### src/include/cpu_cfg.svh
// Core configuration: widths, cycle counts and reset values of the multicycle MIPS core
`ifndef CPU_CFG_SVH
`define CPU_CFG_SVH

// Data and address width
`define CPU_XLEN 32

// Register index width
`define CPU_REG_AW 5

// Fetch length, read strobe high for all but the last cycle
`define CPU_FETCH_CYCLES 4

// Multiplier iterations
`define CPU_MULT_STEPS 32

// Stack pointer set up right after reset
`define CPU_SP_INDEX 29
`define CPU_SP_INIT 227

// Opcode and function field width
`define CPU_OPCODE_W 6

`endif

### src/source/cpuPkg.sv
// Shared types and MIPS instruction encodings of the multicycle core
`include "cpu_cfg.svh"

package cpuPkg;

    typedef enum logic [2:0] {
        StReset, StFetch, StDecode, StAluOp, StShiftOp, StMultOp, StMoveHiLo, StException
    } ctrlState_t;

    typedef enum logic {AluAdd, AluSub} aluOp_t;

    typedef enum logic [2:0] {ShNone, ShLoad, ShSll, ShSrl, ShSra} shiftOp_t;

    typedef enum logic [2:0] {WbAluOut, WbShift, WbHi, WbLo, WbSpInit} wbSrc_t;

    typedef enum logic [1:0] {ExcNone, ExcOverflow, ExcBadOpcode} excCause_t;

    // Opcodes
    parameter logic [`CPU_OPCODE_W-1:0] OpTypeR = 6'b000000;
    parameter logic [`CPU_OPCODE_W-1:0] OpAddi = 6'b001000;

    // R-type function codes
    parameter logic [`CPU_OPCODE_W-1:0] FnAdd = 6'b100000;
    parameter logic [`CPU_OPCODE_W-1:0] FnSub = 6'b100010;
    parameter logic [`CPU_OPCODE_W-1:0] FnMult = 6'b011000;
    parameter logic [`CPU_OPCODE_W-1:0] FnMfhi = 6'b010000;
    parameter logic [`CPU_OPCODE_W-1:0] FnMflo = 6'b010010;
    parameter logic [`CPU_OPCODE_W-1:0] FnSll = 6'b000000;
    parameter logic [`CPU_OPCODE_W-1:0] FnSrl = 6'b000010;
    parameter logic [`CPU_OPCODE_W-1:0] FnSra = 6'b000011;
    parameter logic [`CPU_OPCODE_W-1:0] FnSllv = 6'b000100;
    parameter logic [`CPU_OPCODE_W-1:0] FnSrav = 6'b000111;

endpackage

### src/source/aluUnit.sv
// Adder and subtractor with signed overflow detection
`include "cpu_cfg.svh"

module aluUnit (
    input  logic [`CPU_XLEN-1:0]  a,
    input  logic [`CPU_XLEN-1:0]  b,
    input  cpuPkg::aluOp_t        op,
    output logic [`CPU_XLEN-1:0]  result,
    output logic                  overflow
);

    localparam int Msb = `CPU_XLEN - 1;

    logic [`CPU_XLEN-1:0] bOperand;
    logic sub;

    assign sub = op == cpuPkg::AluSub;

    // Subtract as a plus inverted b plus one
    assign bOperand = sub ? ~b : b;
    assign result = a + bOperand + `CPU_XLEN'(sub);

    // Equal operand signs but a result of the other sign
    assign overflow = (a[Msb] == bOperand[Msb]) && (result[Msb] != a[Msb]);

endmodule

### src/source/shiftUnit.sv
// Shift register: loads a word, then shifts it in place logically or arithmetically
`include "cpu_cfg.svh"

module shiftUnit (
    input  logic                           clk,
    input  logic                           rstN,
    input  cpuPkg::shiftOp_t               op,
    input  logic [`CPU_XLEN-1:0]           din,
    input  logic [$clog2(`CPU_XLEN)-1:0]   amount,
    output logic [`CPU_XLEN-1:0]           dout
);

    always_ff @(posedge clk or negedge rstN) begin
        if (!rstN) begin
            dout <= '0;
        end else begin
            case (op)
                cpuPkg::ShLoad: begin
                    dout <= din;
                end
                cpuPkg::ShSll: begin
                    dout <= dout << amount;
                end
                cpuPkg::ShSrl: begin
                    dout <= dout >> amount;
                end
                cpuPkg::ShSra: begin
                    dout <= $signed(dout) >>> amount;
                end
                default: begin
                    dout <= dout;
                end
            endcase
        end
    end

endmodule

### src/source/multUnit.sv
// Iterative signed shift-and-add multiplier producing Hi and Lo
`include "cpu_cfg.svh"

module multUnit (
    input  logic                  clk,
    input  logic                  rstN,
    input  logic                  start,
    input  logic [`CPU_XLEN-1:0]  multiplicand,
    input  logic [`CPU_XLEN-1:0]  multiplier,
    output logic                  busy,
    output logic                  done,
    output logic [`CPU_XLEN-1:0]  hi,
    output logic [`CPU_XLEN-1:0]  lo
);

    localparam int CntW = $clog2(`CPU_MULT_STEPS);

    logic [CntW-1:0] count;
    logic [`CPU_XLEN-1:0] mcand;
    logic [`CPU_XLEN:0] acc, mcandExt, sum;
    logic last;

    assign last = count == CntW'(`CPU_MULT_STEPS - 1);
    assign done = busy && last;
    assign mcandExt = {mcand[`CPU_XLEN-1], mcand};
    assign hi = acc[`CPU_XLEN-1:0];

    // Multiplier MSB carries negative weight, so the last step subtracts
    always_comb begin
        if (!lo[0]) begin
            sum = acc;
        end else if (last) begin
            sum = acc - mcandExt;
        end else begin
            sum = acc + mcandExt;
        end
    end

    always_ff @(posedge clk or negedge rstN) begin
        if (!rstN) begin
            busy <= 1'b0;
            count <= '0;
        end else if (start) begin
            busy <= 1'b1;
            count <= '0;
        end else if (busy) begin
            count <= count + 1'b1;
            busy <= !last;
        end
    end

    // Arithmetic right shift of the partial product each step
    always_ff @(posedge clk) begin
        if (start) begin
            mcand <= multiplicand;
            acc <= '0;
            lo <= multiplier;
        end else if (busy) begin
            {acc, lo} <= {sum[`CPU_XLEN], sum, lo[`CPU_XLEN-1:1]};
        end
    end

    assert property (@(posedge clk) disable iff (!rstN) start |-> !busy)
        else $error("multiplier restarted while busy");

endmodule

### src/source/regFile.sv
// Register file with two combinational reads, one synchronous write and a zero register
`include "cpu_cfg.svh"

module regFile (
    input  logic                    clk,
    input  logic                    rstN,
    input  logic [`CPU_REG_AW-1:0]  rdAddrA,
    input  logic [`CPU_REG_AW-1:0]  rdAddrB,
    input  logic                    wrEn,
    input  logic [`CPU_REG_AW-1:0]  wrAddr,
    input  logic [`CPU_XLEN-1:0]    wrData,
    output logic [`CPU_XLEN-1:0]    rdDataA,
    output logic [`CPU_XLEN-1:0]    rdDataB
);

    localparam int NumRegs = 2 ** `CPU_REG_AW;

    logic [`CPU_XLEN-1:0] regs [NumRegs];

    // Entry 0 is cleared by reset and never written
    always_ff @(posedge clk or negedge rstN) begin
        if (!rstN) begin
            for (int i = 0; i < NumRegs; i++) begin
                regs[i] <= '0;
            end
        end else if (wrEn && wrAddr != '0) begin
            regs[wrAddr] <= wrData;
        end
    end

    assign rdDataA = regs[rdAddrA];
    assign rdDataB = regs[rdAddrB];

    assert property (@(posedge clk) disable iff (!rstN) wrEn |-> !$isunknown(wrData))
        else $error("unknown write data to register %0d", wrAddr);

endmodule

### src/source/controlFsm.sv
// Control FSM sequencing fetch, decode and execute strobes of the datapath
`include "cpu_cfg.svh"

module controlFsm (
    input  logic                      clk,
    input  logic                      rstN,
    input  logic [`CPU_OPCODE_W-1:0]  opcode,
    input  logic [`CPU_OPCODE_W-1:0]  funct,
    input  logic                      overflow,
    input  logic                      multDone,
    output logic                      pcWrite,
    output logic                      irWrite,
    output logic                      instrRead,
    output logic                      abLoad,
    output logic                      aluOutLoad,
    output cpuPkg::aluOp_t            aluOp,
    output logic                      aluSrcB,
    output cpuPkg::shiftOp_t          shiftOp,
    output logic                      shiftVar,
    output logic                      multStart,
    output logic                      hiLoLoad,
    output logic                      regWrite,
    output cpuPkg::wbSrc_t            wbSrc,
    output logic                      wrSelRt,
    output logic                      excValid,
    output cpuPkg::excCause_t         excCause
);

    localparam int PhaseW = $clog2(`CPU_FETCH_CYCLES);
    localparam logic [PhaseW-1:0] LastFetch = PhaseW'(`CPU_FETCH_CYCLES - 1);

    cpuPkg::ctrlState_t state;
    cpuPkg::ctrlState_t nextState;
    cpuPkg::ctrlState_t decoded;
    cpuPkg::shiftOp_t shiftMode;
    logic [PhaseW-1:0] phase;
    logic [PhaseW-1:0] nextPhase;
    logic isTypeR;

    assign isTypeR = opcode == cpuPkg::OpTypeR;

    // Execute state for the instruction in IR
    always_comb begin
        decoded = cpuPkg::StException;
        if (opcode == cpuPkg::OpAddi) begin
            decoded = cpuPkg::StAluOp;
        end else if (isTypeR) begin
            case (funct)
                cpuPkg::FnAdd, cpuPkg::FnSub:
                    decoded = cpuPkg::StAluOp;
                cpuPkg::FnSll, cpuPkg::FnSrl, cpuPkg::FnSra, cpuPkg::FnSllv, cpuPkg::FnSrav:
                    decoded = cpuPkg::StShiftOp;
                cpuPkg::FnMult:
                    decoded = cpuPkg::StMultOp;
                cpuPkg::FnMfhi, cpuPkg::FnMflo:
                    decoded = cpuPkg::StMoveHiLo;
                default:
                    decoded = cpuPkg::StException;
            endcase
        end
    end

    always_comb begin
        case (funct)
            cpuPkg::FnSrl:
                shiftMode = cpuPkg::ShSrl;
            cpuPkg::FnSra, cpuPkg::FnSrav:
                shiftMode = cpuPkg::ShSra;
            default:
                shiftMode = cpuPkg::ShSll;
        endcase
    end

    always_comb begin
        nextState = state;
        nextPhase = phase + 1'b1;
        case (state)
            cpuPkg::StReset: begin
                if (phase != '0) begin
                    nextState = cpuPkg::StFetch;
                    nextPhase = '0;
                end
            end
            cpuPkg::StFetch: begin
                if (phase == LastFetch) begin
                    nextState = cpuPkg::StDecode;
                    nextPhase = '0;
                end
            end
            cpuPkg::StDecode: begin
                if (phase == PhaseW'(1)) begin
                    nextState = decoded;
                    nextPhase = '0;
                end
            end
            cpuPkg::StAluOp: begin
                if (phase == PhaseW'(1)) begin
                    nextState = cpuPkg::StFetch;
                    nextPhase = '0;
                end
            end
            cpuPkg::StShiftOp: begin
                if (phase == PhaseW'(2)) begin
                    nextState = cpuPkg::StFetch;
                    nextPhase = '0;
                end
            end
            cpuPkg::StMultOp: begin
                // Hold in the wait phase until the multiplier finishes
                if (phase == PhaseW'(1) && !multDone) begin
                    nextPhase = phase;
                end else if (phase == PhaseW'(2)) begin
                    nextState = cpuPkg::StFetch;
                    nextPhase = '0;
                end
            end
            default: begin
                nextState = cpuPkg::StFetch;
                nextPhase = '0;
            end
        endcase
    end

    always_ff @(posedge clk or negedge rstN) begin
        if (!rstN) begin
            state <= cpuPkg::StReset;
            phase <= '0;
        end else begin
            state <= nextState;
            phase <= nextPhase;
        end
    end

    always_comb begin
        pcWrite = 1'b0;
        irWrite = 1'b0;
        instrRead = 1'b0;
        abLoad = 1'b0;
        aluOutLoad = 1'b0;
        multStart = 1'b0;
        hiLoLoad = 1'b0;
        regWrite = 1'b0;
        excValid = 1'b0;
        excCause = cpuPkg::ExcNone;
        shiftOp = cpuPkg::ShNone;
        wbSrc = cpuPkg::WbAluOut;
        // Operand and destination selects follow IR
        aluOp = (isTypeR && funct == cpuPkg::FnSub) ? cpuPkg::AluSub : cpuPkg::AluAdd;
        aluSrcB = !isTypeR;
        wrSelRt = !isTypeR;
        shiftVar = funct == cpuPkg::FnSllv || funct == cpuPkg::FnSrav;
        case (state)
            cpuPkg::StReset: begin
                // Stack pointer write once reset is released
                if (phase != '0) begin
                    regWrite = 1'b1;
                    wbSrc = cpuPkg::WbSpInit;
                end
            end
            cpuPkg::StFetch: begin
                instrRead = phase != LastFetch;
                pcWrite = phase == LastFetch;
                irWrite = phase == LastFetch;
            end
            cpuPkg::StDecode: begin
                abLoad = phase == PhaseW'(1);
            end
            cpuPkg::StAluOp: begin
                if (phase == '0) begin
                    aluOutLoad = 1'b1;
                end else if (overflow) begin
                    excValid = 1'b1;
                    excCause = cpuPkg::ExcOverflow;
                end else begin
                    regWrite = 1'b1;
                end
            end
            cpuPkg::StShiftOp: begin
                if (phase == '0) begin
                    shiftOp = cpuPkg::ShLoad;
                end else if (phase == PhaseW'(1)) begin
                    shiftOp = shiftMode;
                end else begin
                    regWrite = 1'b1;
                    wbSrc = cpuPkg::WbShift;
                end
            end
            cpuPkg::StMultOp: begin
                multStart = phase == '0;
                hiLoLoad = phase == PhaseW'(2);
            end
            cpuPkg::StMoveHiLo: begin
                regWrite = 1'b1;
                wbSrc = (funct == cpuPkg::FnMfhi) ? cpuPkg::WbHi : cpuPkg::WbLo;
            end
            default: begin
                excValid = 1'b1;
                excCause = cpuPkg::ExcBadOpcode;
            end
        endcase
    end

    assert property (@(posedge clk) disable iff (!rstN) !(regWrite && excValid))
        else $error("register write during an exception cycle");

    assert property (@(posedge clk) disable iff (!rstN)
        multStart |-> state == cpuPkg::StMultOp)
        else $error("multiplier started outside MultOp");

endmodule

### src/source/coreDatapath.sv
// Datapath of the multicycle core: PC, IR, operand and result registers, write-back mux
`include "cpu_cfg.svh"

module coreDatapath (
    input  logic                      clk,
    input  logic                      rstN,
    input  logic [`CPU_XLEN-1:0]      instr,
    input  logic                      pcWrite,
    input  logic                      irWrite,
    input  logic                      abLoad,
    input  logic                      aluOutLoad,
    input  cpuPkg::aluOp_t            aluOp,
    input  logic                      aluSrcB,
    input  cpuPkg::shiftOp_t          shiftOp,
    input  logic                      shiftVar,
    input  logic                      multStart,
    input  logic                      hiLoLoad,
    input  logic                      regWrite,
    input  cpuPkg::wbSrc_t            wbSrc,
    input  logic                      wrSelRt,
    output logic [`CPU_OPCODE_W-1:0]  opcode,
    output logic [`CPU_OPCODE_W-1:0]  funct,
    output logic                      overflow,
    output logic                      multDone,
    output logic [`CPU_XLEN-1:0]      instrAddr,
    output logic                      regWrEn,
    output logic [`CPU_REG_AW-1:0]    regWrAddr,
    output logic [`CPU_XLEN-1:0]      regWrData
);

    localparam int ShW = $clog2(`CPU_XLEN);

    logic [`CPU_XLEN-1:0] pc, ir, regA, regB, aluOut, hi, lo;
    logic [`CPU_XLEN-1:0] rdDataA, rdDataB, immExt, aluB, aluResult;
    logic [`CPU_XLEN-1:0] shiftOut, multHi, multLo;
    logic [ShW-1:0] shiftAmount;
    logic aluOverflow;
    logic multBusy;

    assign opcode = ir[`CPU_XLEN-1 -: `CPU_OPCODE_W];
    assign funct = ir[`CPU_OPCODE_W-1:0];
    assign immExt = {{(`CPU_XLEN - 16){ir[15]}}, ir[15:0]};
    assign aluB = aluSrcB ? immExt : regB;
    assign shiftAmount = shiftVar ? regA[ShW-1:0] : ir[10:6];
    assign instrAddr = pc;
    assign regWrEn = regWrite;

    always_ff @(posedge clk or negedge rstN) begin
        if (!rstN) begin
            pc <= '0;
            overflow <= 1'b0;
            hi <= '0;
            lo <= '0;
        end else begin
            if (pcWrite) begin
                pc <= pc + `CPU_XLEN'(4);
            end
            if (aluOutLoad) begin
                overflow <= aluOverflow;
            end
            if (hiLoLoad) begin
                hi <= multHi;
                lo <= multLo;
            end
        end
    end

    always_ff @(posedge clk) begin
        if (irWrite) begin
            ir <= instr;
        end
        if (abLoad) begin
            regA <= rdDataA;
            regB <= rdDataB;
        end
        if (aluOutLoad) begin
            aluOut <= aluResult;
        end
    end

    // Stack pointer init overrides the rd/rt choice
    assign regWrAddr = (wbSrc == cpuPkg::WbSpInit) ? `CPU_REG_AW'(`CPU_SP_INDEX)
                     : (wrSelRt ? ir[20:16] : ir[15:11]);

    always_comb begin
        case (wbSrc)
            cpuPkg::WbShift:  regWrData = shiftOut;
            cpuPkg::WbHi:     regWrData = hi;
            cpuPkg::WbLo:     regWrData = lo;
            cpuPkg::WbSpInit: regWrData = `CPU_XLEN'(`CPU_SP_INIT);
            default:          regWrData = aluOut;
        endcase
    end

    regFile i_regFile (
        .clk(clk), .rstN(rstN),
        .rdAddrA(ir[25:21]), .rdAddrB(ir[20:16]),
        .wrEn(regWrite), .wrAddr(regWrAddr), .wrData(regWrData),
        .rdDataA(rdDataA), .rdDataB(rdDataB)
    );

    aluUnit i_aluUnit (
        .a(regA), .b(aluB), .op(aluOp), .result(aluResult), .overflow(aluOverflow)
    );

    shiftUnit i_shiftUnit (
        .clk(clk), .rstN(rstN), .op(shiftOp), .din(regB), .amount(shiftAmount),
        .dout(shiftOut)
    );

    multUnit i_multUnit (
        .clk(clk), .rstN(rstN), .start(multStart), .multiplicand(regA), .multiplier(regB),
        .busy(multBusy), .done(multDone), .hi(multHi), .lo(multLo)
    );

    // Hi/Lo capture only once the multiplier has settled
    assert property (@(posedge clk) disable iff (!rstN) hiLoLoad |-> !multBusy)
        else $error("Hi/Lo loaded while the multiplier is busy");

endmodule

### src/source/cpuCore.sv
// Top of the multicycle MIPS-subset core joining controller and datapath
`include "cpu_cfg.svh"

module cpuCore (
    input  logic                    clk,
    input  logic                    rstN,
    input  logic [`CPU_XLEN-1:0]    instr,
    output logic [`CPU_XLEN-1:0]    instrAddr,
    output logic                    instrRead,
    output logic                    regWrEn,
    output logic [`CPU_REG_AW-1:0]  regWrAddr,
    output logic [`CPU_XLEN-1:0]    regWrData,
    output logic                    excValid,
    output cpuPkg::excCause_t       excCause
);

    logic [`CPU_OPCODE_W-1:0] opcode, funct;
    logic overflow, multDone;
    logic pcWrite, irWrite, abLoad, aluOutLoad, aluSrcB, shiftVar;
    logic multStart, hiLoLoad, regWrite, wrSelRt;
    cpuPkg::aluOp_t aluOp;
    cpuPkg::shiftOp_t shiftOp;
    cpuPkg::wbSrc_t wbSrc;

    controlFsm i_controlFsm (
        .clk(clk), .rstN(rstN), .opcode(opcode), .funct(funct),
        .overflow(overflow), .multDone(multDone),
        .pcWrite(pcWrite), .irWrite(irWrite), .instrRead(instrRead), .abLoad(abLoad),
        .aluOutLoad(aluOutLoad), .aluOp(aluOp), .aluSrcB(aluSrcB), .shiftOp(shiftOp),
        .shiftVar(shiftVar), .multStart(multStart), .hiLoLoad(hiLoLoad),
        .regWrite(regWrite), .wbSrc(wbSrc), .wrSelRt(wrSelRt),
        .excValid(excValid), .excCause(excCause)
    );

    coreDatapath i_coreDatapath (
        .clk(clk), .rstN(rstN), .instr(instr),
        .pcWrite(pcWrite), .irWrite(irWrite), .abLoad(abLoad), .aluOutLoad(aluOutLoad),
        .aluOp(aluOp), .aluSrcB(aluSrcB), .shiftOp(shiftOp), .shiftVar(shiftVar),
        .multStart(multStart), .hiLoLoad(hiLoLoad), .regWrite(regWrite),
        .wbSrc(wbSrc), .wrSelRt(wrSelRt),
        .opcode(opcode), .funct(funct), .overflow(overflow), .multDone(multDone),
        .instrAddr(instrAddr), .regWrEn(regWrEn), .regWrAddr(regWrAddr),
        .regWrData(regWrData)
    );

endmodule

### config.mk
export PLATFORM = sky130hd
export DESIGN_NAME = cpuCore
export DESIGN_NICKNAME = d
export VERILOG_FILES = /design/src/source/cpuPkg.sv /design/src/source/aluUnit.sv /design/src/source/shiftUnit.sv /design/src/source/multUnit.sv /design/src/source/regFile.sv /design/src/source/controlFsm.sv /design/src/source/coreDatapath.sv /design/src/source/cpuCore.sv
export VERILOG_INCLUDE_DIRS = /design/src /design/src/include
export SDC_FILE = /design/constraint.sdc
export NUM_CORES = 2
export LEC_CHECK = 0
export ABC_AREA = 1
export BUFFER_PORTS_ARGS = -buffer_cell sky130_fd_sc_hd__buf_2
export CORE_MARGIN = 3
export CORE_UTILIZATION = 53
export DETAILED_ROUTE_END_ITERATION = 10
export PLACE_DENSITY_LB_ADDON = 0.05
export RECOVER_POWER = 100
export SYNTH_ARGS = -nofsm -noshare
export SYNTH_HDL_FRONTEND = slang
export SYNTH_SLANG_ARGS = --single-unit
export TNS_END_PERCENT = 30
### constraint.sdc
create_clock -name clk -period 8 [get_ports clk]
set_clock_uncertainty 0.15 [all_clocks]
set_input_delay 0.4 -clock clk [delete_from_list [all_inputs] [get_ports clk]]
set_output_delay 0.4 -clock clk [all_outputs]
set_load 0.02 [all_outputs]
# After elaboration in Yosys (flattened, before gate mapping)
# Cells that the tools add are included.
[totals]
output_inout_bits = 74
regBits = 1388
wordCells = 195
[op_classes]
n_mux = 69
add_sub_neg = 7
order_cmp = 4
bitwise_logic = 4
n_reduce_logical = 24
n_shift = 3
eq_ne = 36
[ops]
columns = ["cell", "count"]
rows = [
  ["1024-bit bitwise mux", 1],
  ["32-bit binary-select mux with 5-bit select", 2],
  ["32-bit 2-to-1 mux", 9],
  ["32-bit one-hot mux with 4 select lines", 2],
  ["32-bit demux with 5-bit select", 1],
  ["33-bit 2-to-1 mux", 2],
  ["3-bit 2-to-1 mux", 13],
  ["32-bit by 32-bit adder with 33-bit output", 1],
  ["32-bit by 32-bit subtractor with 33-bit output", 1],
  ["32-bit by 1-bit adder with 32-bit output", 1],
  ["32-bit by 3-bit adder with 32-bit output (second input constant)", 1],
  ["32-bit adder", 1],
  ["32-bit NOT", 1],
  ["32-bit by 5-bit left shift with 32-bit output", 1],
  ["32-bit by 5-bit right shift with 32-bit output", 1],
  ["32-bit by 5-bit >>> shifter with 32-bit output", 1],
  ["5-bit 2-to-1 mux", 5],
  ["1-bit 2-to-1 mux", 20],
  ["3-bit by 2-bit equality test with 1-bit output (second input constant)", 6],
  ["6-bit by 5-bit equality test with 1-bit output (second input constant)", 3],
  ["6-bit greater-or-equal comparator (second input constant)", 3],
  ["5-bit NOT with 6-bit output", 3],
  ["3-bit one-hot mux with 6 select lines", 1],
  ["3-bit equality test (second input constant)", 5],
  ["other kinds (36)", 62],
]

# Depth between registers and ports, before layout
[logic_depth]
word_depth = 12
depth_mapped = 26
ltp_nobuf = 26

# Hierarchy
# From an unflattened synthesis, not the netlist that was laid out.
[unflattened]
cells_unflattened = 12122
hier_area_um2 = 82651.8
[modules_own_cells]
columns = ["mod", "cells_each", "area_each_um2", "seq_area_each_um2", "n_inst"]
rows = [
  ["regFile", 8677, 57782.9, 25624.6, 1],
  ["coreDatapath", 821, 9317.7, 6221.0, 1],
  ["multUnit", 1082, 7279.5, 2712.6, 1],
  ["shiftUnit", 951, 4959.8, 800.8, 1],
  ["aluUnit", 459, 2534.9, 0.0, 1],
  ["controlFsm", 132, 777.0, 125.1, 1],
]

# Worst setup path after synthesis
# OpenSTA, ideal clock, no wires.
[synth_timing]
path_kind = "flip-flop to flip-flop"
startpoint = "register i_controlFsm.phase[0]"
endpoint = "register i_coreDatapath.i_multUnit.lo[0], enable pin"
path_slack_ps = 3236
path_stages_with_launch = 8
arrival_time_ps = 4206
synth_period_minus_slack_ps = 4764
required_ps = 7441
path_cell_list = "dfrtp_1 inv_1 ha_1 inv_1 nor2_1 inv_2 nand2_1 clkbuf_1"
[synth_between]
elab_chain_len = 3
[synth_rtl]
columns = ["element", "line", "rtl"]
rows = [
  ["start, declared", "controlFsm.sv:36", "logic [PhaseW-1:0] phase;"],
  ["start signal, assigned", "controlFsm.sv:130", "phase <= nextPhase;"],
  ["2-bit logical NOT", "controlFsm.sv:189", "multStart = phase == '0;"],
  ["1-bit 2-to-1 mux", "controlFsm.sv:152", "case (state)"],
  ["net i_controlFsm.multStart", "controlFsm.sv:20", "output logic multStart,"],
  ["2-bit nonzero test (no line)", "--", ""],
  ["end signal, assigned", "multUnit.sv:57", "lo <= multiplier;"],
  ["end signal, assigned", "multUnit.sv:59", "{acc, lo} <= {sum[`CPU_XLEN], sum, lo[`CPU_XLEN-1:1]};"],
  ["end, declared", "multUnit.sv:13", "output logic [`CPU_XLEN-1:0] lo"],
]
# The timed path passes the listed nets, and every way through them passes these cells.
# A chain may end at the register's enable or synchronous reset.

# Final worst setup path
[layout_timing]
startpoint = "register i_coreDatapath.ir[22]"
endpoint = "register i_coreDatapath.regA[0] (data pin)"
[layout_between]
elab_chain_len = 4
[layout_rtl]
columns = ["element", "line", "rtl"]
rows = [
  ["start, declared", "coreDatapath.sv:33", "logic [`CPU_XLEN-1:0] pc, ir, regA, regB, aluOut, hi, lo;"],
  ["start signal, assigned", "coreDatapath.sv:70", "ir <= instr;"],
  ["5-bit NOT with 6-bit output (not written as such)", "regFile.sv:31", "assign rdDataA = regs[rdAddrA];"],
  ["32-bit binary-select mux with 5-bit select", "regFile.sv:31", ""],
  ["32-bit 2-to-1 mux (not written as such) (2 in series)", "regFile.sv:31", ""],
  ["net i_coreDatapath.i_regFile.rdDataA[0]", "regFile.sv:12", "output logic [`CPU_XLEN-1:0] rdDataA,"],
  ["end signal, assigned", "coreDatapath.sv:73", "regA <= rdDataA;"],
  ["end, declared", "coreDatapath.sv:33", ""],
]
# The timed path passes the listed nets, and every way through them passes these cells. The select of a mux whose other input is x is not followed.

==> metrics.yaml <==
outcome: "finished with violations"
failed_checks: "max-capacitance violations, max-slew violations"
ant_nets: 0
root_buffer: "clkbuf_16"
clk_pin_slew_worst_paths_ns: 0.06
synth_seq_area_share: 0.4613
finalCritPeriodShare: 0.8190
start_util: 0.5348
ios: 108
largest-register: "i_coreDatapath.i_regFile.regs"
wirelength_mm: 306.5
worst_setup_path_start_kind: "flip-flop"
utilization: 0.5797
rsz0062_at_grt: "false"
post_cts_buffers: 0
power.leakage_nw: 35.64
powerDensity_nw_per_um2: 347.0
syn_inst: 10000
hold_ws_ns: 0.01233
die_y_um: 387.0
drc: 0
finalSetupViolations: 0
critPathCaptureType: "flip-flop"
numCtsBuffers: 156
firstDrtPassIters: 7
clkSinkCount: 1386
slew_headroom: -1.850
hp-class: "in2async"
routabilityCongestion: 0.9727
ctsResizeCount: 0
largest_reg_flops: 1024
irDropWorstVdd_mv: 0.2371
required_ns: 8.28
coreArea_um2: 143800
hpwl_mm: 182.4
port-buffer-count: 105
finalCriticalPeriod_ns: 6.552
slew_violations: 2355
rows: 139
ys_ff_latch: 1386
vias_per_cell: 6.458
critical_path_peak_fanout: 151
async_flop_share: 0.8384
clkLatencyLatePin_ns: 0.81
r2r_end: "i_coreDatapath.regA[0]"
multiInputGateArea_um2: 36420
dr_total_vias: 75160
reg2reg_from: "i_coreDatapath.ir[22]"
antenna_found_initial: 15
synth.area.top_cells: "dfrtp_1 38%, o21ai_0 12%, edfxtp_1 7.5%, nand2_1 7.3%, nor2_1 7.1%"
yosys.cell_types.count: 58
worstSetupPathType: "reg2reg"
max_clock_freq_mhz: 152.6
ys_warn_count: 0
post_drt_wl_per_cell_um: 26.34
overflow: 0
cts_max_path_buffers: 3
max_slew.worst_pin.slew_ns: 4.275
fillers: 13320
grt_pass1_vias: 70340
grt_max_degree: 203
synthFlopType: "dfrtp_1"
synthToLayoutAreaGrowth_pct: 8.398
nets: 9705
crit_arrival_ns: 6.83
holdBufCountCts: 33
die_width_um: 387.0
drv_cap: 37
cts_tree: "yes"
synth_edf_count: 192
r2r_slack_ns: 1.45
synth.avg_cell_area_um2: 7.690
hold_viol: 0
grt_pass1_wl_mm: 455.3
worst_r2r_path_depth: 7
layout-drive-gt1-share: 0.04954
drt_iter0_markers: 9374
htree_num_levels: 4
synth_top_area_frac: 0.3780
mappedNetlistArea_um2: 76920
design.die.area_um2: 149700
tns_ns: 0
track_usage: 0.3985
regArea_um2: 35480
yosys.area.top_type: "dfrtp_1"
==> report_power, final <==
part | total, W | leakage [nW] | internal [W] | switching (W)
clock network | 0.00747 | 2.59 | 0.00436 | 0.00311
registers | 0.0118 | 17.6 | 0.00991 | 0.00188
logic | 0.00968 | 15.5 | 0.00303 | 0.00665
==> layer usage <==
| metal | vias up | GRT usage | part of all wire |
|---|---|---|---|
| li1 | 33600 | - | - |
| met1 | 35920 | 0.5303 | 0.39 |
| met4 | 8 | 0.2132 | 0.060 |
| met2 | 4619 | 0.6076 | 0.44 |
| met5 | - | 0 | 0.00020 |
| met3 | 1011 | 0.09075 | 0.11 |
==> critical path, stage by stage (launching register included) <==
cell	delay [ns]
edfxtp_1	0.67
clkinvlp_4	2.52
buf_4	1.28
a21oi_1	0.24
o21ai_0	0.11
o211ai_1	0.12
nand3_1	0.14
a32oi_1	0.85
==> cell type report <==
| type | count | share of cell area |
|---|---|---|
| antenna | 5 | 0.0001501 |
| clock buffer | 236 | 0.05492 |
| clock inverter | 55 | 0.008553 |
| inverter | 516 | 0.02368 |
| multi-input combinational | 7265 | 0.4367 |
| sequential | 1386 | 0.4256 |
| tap | 1903 | 0.02856 |
| timing repair buffer | 271 | 0.02185 |
==> logic make-up after synthesis <==
group / count (synthesis) / share of synthesized area
XOR/XNOR: 132 / 0.01503
AO/OA/AOI/OAI: 3466 / 0.2523
flip-flops: 1386 / 0.4613
buffers and inverters: 1353 / 0.06780
AND/OR/NAND/NOR: 3548 / 0.1850
multiplexers: 42 / 0.006148
adder cells (fa/ha/maj): 75 / 0.01239
other: 1 / 0.00004875
==> worst max-delay path by stage <==
stage	startpoint	end	slack, ns	depth (start not counted)
after floorplan	i_controlFsm.phase[0]	i_coreDatapath.i_multUnit.lo[0]	3.24	7
after global placement	i_controlFsm.phase[0]	i_coreDatapath.i_regFile.regs[984]	2.98	15
after global routing	i_coreDatapath.ir[29]	i_coreDatapath.i_regFile.regs[562]	1.23	13
after CTS	i_controlFsm.phase[0]	i_coreDatapath.i_regFile.regs[976]	2.83	16
after detailed placement	i_controlFsm.phase[0]	i_coreDatapath.i_regFile.regs[988]	2.83	16
final	i_coreDatapath.ir[22]	i_coreDatapath.regA[0]	1.45	7
==> cell usage in the layout, fill, tap and decap left out, types with 78 or more instances in the layout <==
| master | instances |
|---|---|
| a21oi_1 | 867 |
| a31oi_1 | 78 |
| buf_4 | 80 |
| clkbuf_1 | 147 |
| clkbuf_16 | 160 |
| dfrtp_1 | 1162 |
| edfxtp_1 | 192 |
| inv_1 | 492 |
| nand2_1 | 1486 |
| nand3_1 | 486 |
| nor2_1 | 1465 |
| o211ai_1 | 200 |
| o21ai_0 | 1860 |
| o221ai_1 | 209 |
| xor2_1 | 85 |
==> cells in the mapped netlist (78+ instances only) <==
cell,n
a31oi_1,78
o211ai_1,200
xor2_1,85
clkbuf_1,680
buf_2,100
nand2_1,1493
nor2_1,1465
o221ai_1,209
nand3_1,488
o21ai_0,1855
inv_1,492
edfxtp_1,192
dfrtp_1,1162
a21oi_1,867
==> per-stage QoR <==
| stage | setup WS [ns] | cells | power, W | cell area [µm²] |
|---|---|---|---|---|
| 6_report | 1.448 | 11640 | 0.02893 | 83380 |
| 3_3_place_gp | 2.975 | 11310 | 0.02106 | 78110 |
| 2_1_floorplan | 3.236 | 10000 | 0.01790 | 76930 |
| 5_1_grt | 1.231 | 11630 | 0.03068 | 83370 |
| 3_5_place_dp | 2.833 | 11310 | 0.02131 | 78110 |
| 4_1_cts | 2.827 | 11630 | 0.02881 | 83730 |
No activity file was read; power rests on OpenSTA's default activity.
